**src/logic/pipeConfig_config.svh**
```systemverilog
// Build-time constants for the five-stage move/add pipeline.
// Include this header wherever a width, a depth, an opcode position or an
// arithmetic constant is needed. The package builds its vector types from it.
`ifndef PIPE_CONFIG_CONFIG_SVH
`define PIPE_CONFIG_CONFIG_SVH

// Register file and operand sizes
`define DATA_WIDTH      16
`define REG_COUNT       16
`define REG_ID_WIDTH    4

// Instruction word and fetch addressing
`define INSTR_WIDTH     32
`define PC_WIDTH        8
`define IMEM_DEPTH      64
`define IMEM_ADDR_WIDTH 6

// One-hot opcode bit positions inside the instruction word
`define OP_MOV_BIT      31
`define OP_SUB3_BIT     30
`define OP_ADD4_BIT     29
`define OP_ADD1_BIT     28

// Positions of the same flags once packed into a 4-bit flag vector
`define OPF_WIDTH       4
`define OPF_MOV         3
`define OPF_SUB3        2
`define OPF_ADD4        1
`define OPF_ADD1        0

// Register fields of the instruction word
`define DEST_LSB        4
`define SRC_LSB         0

// Constants applied by the two execute stages
`define SUB_AMOUNT      3
`define ADD_AMOUNT      4

`endif

```
**src/logic/pipePkg.sv**
```systemverilog
// Shared vector types for the five-stage move/add pipeline.
// Every stage and the top level take these types by a wildcard import,
// so a width change in the configuration header reaches all of them at once.

`include "pipeConfig_config.svh"

package pipePkg;

	// --------------------------------------------------
	// Datapath values
	// --------------------------------------------------

	// One register value, also the operand width of both adders
	typedef logic [`DATA_WIDTH-1:0] dataT;

	// Register number as carried in the destination and source fields
	typedef logic [`REG_ID_WIDTH-1:0] regIdT;

	// --------------------------------------------------
	// Instruction side
	// --------------------------------------------------

	// Full instruction word as stored in instruction memory
	typedef logic [`INSTR_WIDTH-1:0] instrT;

	// Program counter, wider than the memory so only its low bits address it
	typedef logic [`PC_WIDTH-1:0] pcT;

	// Instruction memory word address, used by the load port and by fetch
	typedef logic [`IMEM_ADDR_WIDTH-1:0] imemAddrT;

	// --------------------------------------------------
	// Control
	// --------------------------------------------------

	// One-hot opcode flags, MOV in the top bit down to ADD1 in the bottom bit
	// All zero marks a NOP or a bubble, which never writes the register file
	typedef logic [`OPF_WIDTH-1:0] opFlagsT;

endpackage

```
**src/logic/fetchStage.sv**
```systemverilog
// Fetch stage of the move/add pipeline.
// Holds the instruction memory with its load port and the program counter,
// and drives the fetch/decode register that decode works from.
// The PC and the fetch/decode register hold while decode stalls, and fetch
// feeds bubbles while run is low.

`timescale 1ns/1ps

`include "pipeConfig_config.svh"

module fetchStage
	import pipePkg::*;
(
	input  logic     CLK,
	input  logic     RSTB,
	input  logic     stall,
	input  logic     run,
	input  logic     imemLoadEn,
	input  imemAddrT imemLoadAddr,
	input  instrT    imemLoadData,
	output instrT    idInstr
);

	// --------------------------------------------------
	// Instruction memory
	// --------------------------------------------------

	// 64 words, written one per cycle through the load port
	instrT imem [`IMEM_DEPTH];

	// Program counter and the memory address taken from its low bits
	pcT       pc;
	imemAddrT fetchAddr;

	// The PC wraps through the memory as its low six bits roll over
	assign fetchAddr = pc[`IMEM_ADDR_WIDTH-1:0];

	// The load port is independent of reset, so a program can be written
	// while the rest of the pipeline is still held
	always_ff @(posedge CLK)
	begin
		if (imemLoadEn)
		begin
			imem[imemLoadAddr] <= imemLoadData;
		end
	end

	// --------------------------------------------------
	// PC and fetch/decode register
	// --------------------------------------------------

	always_ff @(posedge CLK or negedge RSTB)
	begin
		if (!RSTB)
		begin
			pc      <= '0;
			// An all-zero word has no opcode flag set, so decode starts on a bubble
			idInstr <= '0;
		end
		else if (!stall)
		begin
			if (run)
			begin
				// Memory is read combinationally at the PC and captured here
				idInstr <= imem[fetchAddr];
				pc      <= pc + pcT'(1);
			end
			else
			begin
				// Not running yet, so keep the PC and push a NOP into decode
				idInstr <= '0;
			end
		end
		// While stalled both the PC and the decode instruction stay put
	end

endmodule

```
**src/logic/decodeStage.sv**
```systemverilog
// Decode stage of the move/add pipeline.
// Splits the instruction into flags and register fields, reads the register
// file with a same-cycle bypass from writeback, compares the source against
// the destinations of the two instructions ahead and detects the one
// hazard forwarding cannot cover. Drives the decode/subtract register.

`timescale 1ns/1ps

`include "pipeConfig_config.svh"

module decodeStage
	import pipePkg::*;
(
	input  logic    CLK,
	input  logic    RSTB,
	input  instrT   idInstr,
	input  regIdT   ex2Dest,
	input  logic    wbEn,
	input  regIdT   wbDest,
	input  dataT    wbData,
	output logic    stall,
	output dataT    ex1Data,
	output regIdT   ex1Dest,
	output opFlagsT ex1Ops,
	output logic    ex1MatchEx1,
	output logic    ex1MatchEx2
);

	// --------------------------------------------------
	// Field decode
	// --------------------------------------------------

	opFlagsT idOps;
	regIdT   idDest;
	regIdT   idSrc;
	dataT    idSrcData;
	logic    matchEx1;
	logic    matchEx2;

	// Register file, cleared by reset and written at the clock edge
	dataT regFile [`REG_COUNT];

	// Gather the flags in the MOV, SUB3, ADD4, ADD1 order of opFlagsT
	assign idOps = {idInstr[`OP_MOV_BIT], idInstr[`OP_SUB3_BIT],
		idInstr[`OP_ADD4_BIT], idInstr[`OP_ADD1_BIT]};

	assign idDest = idInstr[`DEST_LSB +: `REG_ID_WIDTH];
	assign idSrc  = idInstr[`SRC_LSB +: `REG_ID_WIDTH];

	// A write landing this cycle on the register being read is returned
	// directly, which gives the distance-three dependence its value
	assign idSrcData = (wbEn && (wbDest == idSrc)) ? wbData : regFile[idSrc];

	// --------------------------------------------------
	// Compare station and stall
	// --------------------------------------------------

	// Against the instruction now in subtract, which will be one stage ahead
	assign matchEx1 = (idSrc == ex1Dest);

	// Against the instruction now in add, which will be two stages ahead
	assign matchEx2 = (idSrc == ex2Dest);

	// SUB3 and ADD1 need their operand at the start of subtract, but an ADD4
	// or ADD1 directly ahead only has its result at the end of add
	// That gap is one cycle, so the consumer waits once in decode
	assign stall = matchEx1
		&& (idOps[`OPF_SUB3] || idOps[`OPF_ADD1])
		&& (ex1Ops[`OPF_ADD4] || ex1Ops[`OPF_ADD1]);

	// --------------------------------------------------
	// Register file write
	// --------------------------------------------------

	always_ff @(posedge CLK or negedge RSTB)
	begin
		if (!RSTB)
		begin
			for (int i = 0; i < `REG_COUNT; i++)
			begin
				regFile[i] <= '0;
			end
		end
		else if (wbEn)
		begin
			regFile[wbDest] <= wbData;
		end
	end

	// --------------------------------------------------
	// Decode/subtract register
	// --------------------------------------------------

	always_ff @(posedge CLK or negedge RSTB)
	begin
		if (!RSTB)
		begin
			ex1Ops      <= '0;
			ex1Dest     <= '0;
			ex1MatchEx1 <= 1'b0;
			ex1MatchEx2 <= 1'b0;
		end
		else
		begin
			// A stalled instruction leaves a bubble behind it in subtract
			ex1Ops      <= stall ? opFlagsT'(0) : idOps;
			ex1Dest     <= idDest;
			ex1MatchEx1 <= matchEx1;
			ex1MatchEx2 <= matchEx2;
		end
	end

	// Operand value only matters while flags are set
	always_ff @(posedge CLK)
	begin
		ex1Data <= idSrcData;
	end

endmodule

```
**src/logic/subtractStage.sv**
```systemverilog
// Subtract stage of the move/add pipeline.
// Picks the operand from the add stage, from writeback or from the
// register file read, subtracts the constant for SUB3 and ADD1 and passes
// the value unchanged for MOV and ADD4. Drives the subtract/add register.

`timescale 1ns/1ps

`include "pipeConfig_config.svh"

module subtractStage
	import pipePkg::*;
(
	input  logic    CLK,
	input  logic    RSTB,
	input  dataT    ex1Data,
	input  regIdT   ex1Dest,
	input  opFlagsT ex1Ops,
	input  logic    ex1MatchEx1,
	input  logic    ex1MatchEx2,
	input  dataT    ex2Forward,
	input  logic    wbEn,
	input  dataT    wbData,
	output dataT    ex2Data,
	output regIdT   ex2Dest,
	output opFlagsT ex2Ops,
	output logic    ex2MatchEx1
);

	// --------------------------------------------------
	// Operand selection
	// --------------------------------------------------

	logic fwdFromEx2;
	logic fwdFromWb;
	dataT subIn;
	dataT subOut;
	logic skipSub;

	// MOV and SUB3 already hold their final value in the add stage
	// They are also the newer producer, so they win over writeback
	assign fwdFromEx2 = ex1MatchEx1 && (ex2Ops[`OPF_SUB3] || ex2Ops[`OPF_MOV]);
	assign fwdFromWb  = ex1MatchEx2 && wbEn;

	always_comb
	begin
		if (fwdFromEx2)
		begin
			subIn = ex2Forward;
		end
		else if (fwdFromWb)
		begin
			subIn = wbData;
		end
		else
		begin
			subIn = ex1Data;
		end
	end

	// --------------------------------------------------
	// Subtractor and skip mux
	// --------------------------------------------------

	// Wraps modulo 2^16, so 0 becomes 65533
	assign subOut = subIn - dataT'(`SUB_AMOUNT);

	// ADD1 is SUB3 followed by ADD4, so it also goes through here
	assign skipSub = !(ex1Ops[`OPF_SUB3] || ex1Ops[`OPF_ADD1]);

	always_ff @(posedge CLK or negedge RSTB)
	begin
		if (!RSTB)
		begin
			ex2Ops      <= '0;
			ex2Dest     <= '0;
			ex2MatchEx1 <= 1'b0;
		end
		else
		begin
			ex2Ops      <= ex1Ops;
			ex2Dest     <= ex1Dest;
			ex2MatchEx1 <= ex1MatchEx1;
		end
	end

	always_ff @(posedge CLK)
	begin
		ex2Data <= skipSub ? subIn : subOut;
	end

endmodule

```
**src/logic/addStage.sv**
```systemverilog
// Add stage of the move/add pipeline.
// Takes a writeback value for MOV and ADD4 when the instruction directly
// ahead produced the source, adds the constant for ADD4 and ADD1 and
// registers the final result for writeback. Its adder input is also the
// value handed back to subtract for a MOV or SUB3 sitting here.

`timescale 1ns/1ps

`include "pipeConfig_config.svh"

module addStage
	import pipePkg::*;
(
	input  logic    CLK,
	input  logic    RSTB,
	input  dataT    ex2Data,
	input  regIdT   ex2Dest,
	input  opFlagsT ex2Ops,
	input  logic    ex2MatchEx1,
	output dataT    ex2Forward,
	output logic    wbEn,
	output regIdT   wbDest,
	output dataT    wbData
);

	// --------------------------------------------------
	// Forwarding and adder
	// --------------------------------------------------

	logic fwdFromWb;
	dataT addIn;
	dataT addOut;
	logic skipAdd;

	// SUB3 and ADD1 got their operand in subtract, only MOV and ADD4 still
	// need help from the instruction now retiring
	assign fwdFromWb = ex2MatchEx1 && (ex2Ops[`OPF_ADD4] || ex2Ops[`OPF_MOV]) && wbEn;

	assign addIn      = fwdFromWb ? wbData : ex2Data;
	assign ex2Forward = addIn;

	assign addOut  = addIn + dataT'(`ADD_AMOUNT);
	assign skipAdd = !(ex2Ops[`OPF_ADD4] || ex2Ops[`OPF_ADD1]);

	// --------------------------------------------------
	// Writeback register
	// --------------------------------------------------

	always_ff @(posedge CLK or negedge RSTB)
	begin
		if (!RSTB)
		begin
			wbEn   <= 1'b0;
			wbDest <= '0;
		end
		else
		begin
			// Any set flag is a real instruction, bubbles and NOPs write nothing
			wbEn   <= |ex2Ops;
			wbDest <= ex2Dest;
		end
	end

	always_ff @(posedge CLK)
	begin
		wbData <= skipAdd ? addIn : addOut;
	end

endmodule

```
**src/logic/movePipeTop.sv**
```systemverilog
// Top level of the five-stage move/add pipeline.
// Chains fetch, decode, subtract and add, with writeback folded into the
// register file of decode. Load the program through the memory port with
// run low, then raise run. Every retiring instruction that writes a
// register pulses commitEn for one cycle with its register and value.

`timescale 1ns/1ps

module movePipeTop
	import pipePkg::*;
(
	input  logic     CLK,
	input  logic     RSTB,
	input  logic     imemLoadEn,
	input  imemAddrT imemLoadAddr,
	input  instrT    imemLoadData,
	input  logic     run,
	output logic     commitEn,
	output regIdT    commitReg,
	output dataT     commitData
);

	// Fetch to decode
	logic    stall;
	instrT   idInstr;

	// Decode to subtract
	dataT    ex1Data;
	regIdT   ex1Dest;
	opFlagsT ex1Ops;
	logic    ex1MatchEx1;
	logic    ex1MatchEx2;

	// Subtract to add, and the add stage value handed back
	dataT    ex2Data;
	regIdT   ex2Dest;
	opFlagsT ex2Ops;
	logic    ex2MatchEx1;
	dataT    ex2Forward;

	// Writeback, shared by the register file, forwarding and the commit port
	logic    wbEn;
	regIdT   wbDest;
	dataT    wbData;

	fetchStage fetch_i (
		.CLK(CLK), .RSTB(RSTB), .stall(stall), .run(run),
		.imemLoadEn(imemLoadEn), .imemLoadAddr(imemLoadAddr),
		.imemLoadData(imemLoadData), .idInstr(idInstr)
	);

	decodeStage decode_i (
		.CLK(CLK), .RSTB(RSTB), .idInstr(idInstr), .ex2Dest(ex2Dest),
		.wbEn(wbEn), .wbDest(wbDest), .wbData(wbData), .stall(stall),
		.ex1Data(ex1Data), .ex1Dest(ex1Dest), .ex1Ops(ex1Ops),
		.ex1MatchEx1(ex1MatchEx1), .ex1MatchEx2(ex1MatchEx2)
	);

	subtractStage subtract_i (
		.CLK(CLK), .RSTB(RSTB), .ex1Data(ex1Data), .ex1Dest(ex1Dest),
		.ex1Ops(ex1Ops), .ex1MatchEx1(ex1MatchEx1), .ex1MatchEx2(ex1MatchEx2),
		.ex2Forward(ex2Forward), .wbEn(wbEn), .wbData(wbData),
		.ex2Data(ex2Data), .ex2Dest(ex2Dest), .ex2Ops(ex2Ops),
		.ex2MatchEx1(ex2MatchEx1)
	);

	addStage add_i (
		.CLK(CLK), .RSTB(RSTB), .ex2Data(ex2Data), .ex2Dest(ex2Dest),
		.ex2Ops(ex2Ops), .ex2MatchEx1(ex2MatchEx1), .ex2Forward(ex2Forward),
		.wbEn(wbEn), .wbDest(wbDest), .wbData(wbData)
	);

	// The commit port is the register write itself
	assign commitEn   = wbEn;
	assign commitReg  = wbDest;
	assign commitData = wbData;

endmodule

```
**config.mk**
```make
export PLATFORM = sky130hd
export DESIGN_NAME = movePipeTop
export DESIGN_NICKNAME = d
export VERILOG_FILES = /design/src/logic/pipePkg.sv /design/src/logic/fetchStage.sv /design/src/logic/decodeStage.sv /design/src/logic/subtractStage.sv /design/src/logic/addStage.sv /design/src/logic/movePipeTop.sv
export VERILOG_INCLUDE_DIRS = /design/src /design/src/logic
export SDC_FILE = /design/constraint.sdc
export NUM_CORES = 1
export LEC_CHECK = 0
export CAP_MARGIN = 20
export CORE_MARGIN = 2
export CORE_UTILIZATION = 45
export DETAILED_ROUTE_END_ITERATION = 8
export DONT_BUFFER_PORTS = 1
export SETUP_SLACK_MARGIN = 0.5
export SLEW_MARGIN = 20
export SYNTH_ARGS = -nofsm -noshare
export SYNTH_HDL_FRONTEND = slang
export SYNTH_HIERARCHICAL = 1
export SYNTH_SLANG_ARGS = --single-unit
```
**constraint.sdc**
```tcl
create_clock -name CLK -period 3.42 [get_ports CLK]
set_input_delay 0.342 -clock CLK [delete_from_list [all_inputs] [get_ports CLK]]
set_output_delay 0.342 -clock CLK [all_outputs]
set_load 0.02 [all_outputs]
```
==> metrics.md <==
| Metric | Value |
|---|---|
| # DRC | `0` |
| Slew HR | `25.92%` |
| Antenna viol nets, final | `0` |
| Area Growth Syn to Fin | `13.22%` |
| CP Capture Type | `flop` |
| 1st-pass router iterations | `7` |
| P_leak | `19.00 nW` |
| Vias in the first global route | `25,120` |
| Max Slew Vio Count | `0` |
| Initial antenna violation count | `1` |
| Max Fclk | `349.3 MHz` |
| N_diodes | `0` |
| Hold Vio Cnt, Final | `298` |
| Worst IR Drop VDD | `0.5937 mV` |
| # port buffers | `0` |
| Clk Latency, worst-skew pair | `720 ps` |
| Clk_skew | `33.97 ps` |
| Critical path cell sequence | `o211a_4, mux2_2, or3_1, or4_4, o31ai_4, a211oi_4, or4_1` |
| Critical path class | `reg2reg` |
| First-pass GRT wire length | `167,500 um` |
| CP Buf/Inv Count | `0` |
| Type of origin of the critical path | `flop` |
| Hold_ws | `-633.7 ps` |
| Clk sinks | `1,114` |
| WP data required | `4000 ps` |
| Die Footprint | `105,800 um2` |
| Max cap viols | `0` |
| Core box area | `102,000 um2` |
| Post-route setup TNS | `0 ps` |
| RSZ-0062 raised after global routing | `no` |
| Fin crit period | `2863 ps` |
| CP delay by family, top | `simple AND/OR/NAND/NOR gates` |
| DRT iter0 DRCs | `2,302` |
| H-tree level count | `3` |
| Ys Warns | `6` |
| Site Rows | `117` |
| Slew @ Worst Pin | `1111 ps` |
| CTS tree | `done` |
| Fin nets | `2,757` |
| Largest net degree at the start of global routing | `299` |
| TritonCTS Buffers | `115` |
| Period Utilization, post-route | `83.70%` |
| Syn Area/Cell | `17.39 um2` |
| Bufs on Longest Clock Path | `3` |
| Hold Crit Class | `in2async` |
| Status | `finished, violations left` |
| Post-synthesis cell count | `2,672` |
| Slowest-stage cell, CP | `or4_1` |
| Fill count | `8,151` |
| Gr usage total | `21.34%` |
| Cell area power density | `836.6 nW/um2` |
| Initial Util | `45.53%` |
| Dpl hpwl | `68,790 um` |
| Vias per inst | `5.826` |
| Routed WL | `112,800 um` |
| FF-to-FF Start | `subtract_i/ex2Ops[1]$_DFF_PN0_` |
| Clk slew on worst S/H paths | `60 ps` |
| Clk root buf | `clkbuf_16` |
| Die Ht | `325.3 um` |
| IO Count | `63` |
| R2r setup slk | `560 ps` |
| Post-layout power | `44.01 mW` |
| Syn nets | `2,717` |
| DR WL/cell | `27.01 um` |
| Failing checks | `negative hold slack` |
| Largest stage delay, worst path | `540 ps` |
| RR Endpoint | `subtract_i/ex2Data[12]$_DFF_P_` |
| GPL Wtd Cong | `0.8198` |
| Worst R2R Path Depth | `7` |
| Layout cell share with drive strength beyond 1 | `32.44%` |
| Cell Area, Synth | `46,460 um2` |
| Die Span X | `325.3 um` |
| Remaining Overflow, GRT | `0` |
| Highest net fanout along the worst path | `7` |
| Setup violations, final | `0` |
| Critical Path AT | `3440 ps` |
| Routed vias | `24,330` |
[stage by stage]
stage / worst slack [ps] / cells / cell area (um2) / utilization, % / hold slack (ps)
3_5_place_dp: 360.5 / 3928 / 48090 / 47.13 / 75.97
4_1_cts: 506.0 / 4165 / 52470 / 51.42 / -679.6
6_report: 557.4 / 4176 / 52600 / 51.55 / -633.7
2_1_floorplan: 561.6 / 2672 / 46460 / - / 46.41
5_1_grt: 494.2 / 4176 / 52600 / 51.55 / -685.4
3_3_place_gp: 395.4 / 3928 / 48090 / 47.13 / 76.80
[what timing repair did]
| item | in CTS | in global routing |
|---|---|---|
| buffers inserted | 3 | 9 |
| endpoints found under the hold margin | 1072 | 306 |
| hold buffers | 21 | 2 |
| setup endpoints to repair | 6 | 8 |
| gates resized for setup | 5 | 12 |
| pin swaps | 1 | 2 |
[layout make-up]
class / count / area, um2 / area share (%)
sequential: 1114 / 31500 / 59.88
multi-input combinational: 1268 / 13470 / 25.61
clock buffer: 146 / 3105 / 5.904
timing repair buffer: 201 / 1977 / 3.758
tap: 1368 / 1712 / 3.254
clock inverter: 67 / 790.8 / 1.503
inverter: 12 / 45.04 / 0.08563
[worst max path at each step]
stage                                     endpoint  slack [ps]                           start  cells after the start
floorplan           subtract_i/ex2Data[12]$_DFF_P_         560  subtract_i/ex2Ops[1]$_DFF_PN0_                     13
global placement    subtract_i/ex2Data[11]$_DFF_P_         400            add_i/wbEn$_DFF_PN0_                      9
detailed placement  subtract_i/ex2Data[11]$_DFF_P_         360            add_i/wbEn$_DFF_PN0_                      9
CTS                 subtract_i/ex2Data[12]$_DFF_P_         510  subtract_i/ex2Ops[1]$_DFF_PN0_                      8
global route        subtract_i/ex2Data[12]$_DFF_P_         490  subtract_i/ex2Ops[1]$_DFF_PN0_                      7
finish              subtract_i/ex2Data[12]$_DFF_P_         560  subtract_i/ex2Ops[1]$_DFF_PN0_                      7
[sequential cells by signal, summed over array words and instances (netlist names), 6 cells and up]
register and flops:
fetch_i/imem 768, subtract_i/ex2Data 16, fetch_i/idInstr 12, fetch_i/pc 6
add_i/wbData 16, decode_i/ex1Data 16, decode_i/regFile 256
[routing by layer]
layer / GRT usage, % / vias up / share of wire (%)
li1: - / 10420 / -
met1: 29.08 / 12940 / 42
met2: 35.16 / 783 / 49
met3: 3.830 / 186 / 6.1
met4: 6.310 / 0 / 2.8
met5: 0 / - / 0
[cell usage in the layout, fill, tap and decap left out, types with 21 or more instances in the layout]
cell and count:
a21oi_1 22, buf_4 162, clkbuf_1 21, clkbuf_16 116
dfrtp_1 290, dfxtp_1 48, edfxtp_1 768, mux2_1 31
mux2_2 259, mux2i_1 104, mux4_2 236, nand2_1 127
nand3_1 24, nor2_1 120, o21ai_0 22, o221ai_1 25
xnor2_1 31
[report_power, final]
| part | leakage (nW) | internal, mW | switching, mW |
|---|---|---|---|
| combinational | 5.88 | 6.43 | 7.44 |
| sequential | 11.2 | 16.1 | 1.27 |
| clock | 1.88 | 7.49 | 5.25 |
(Power assumes the default switching activity.)
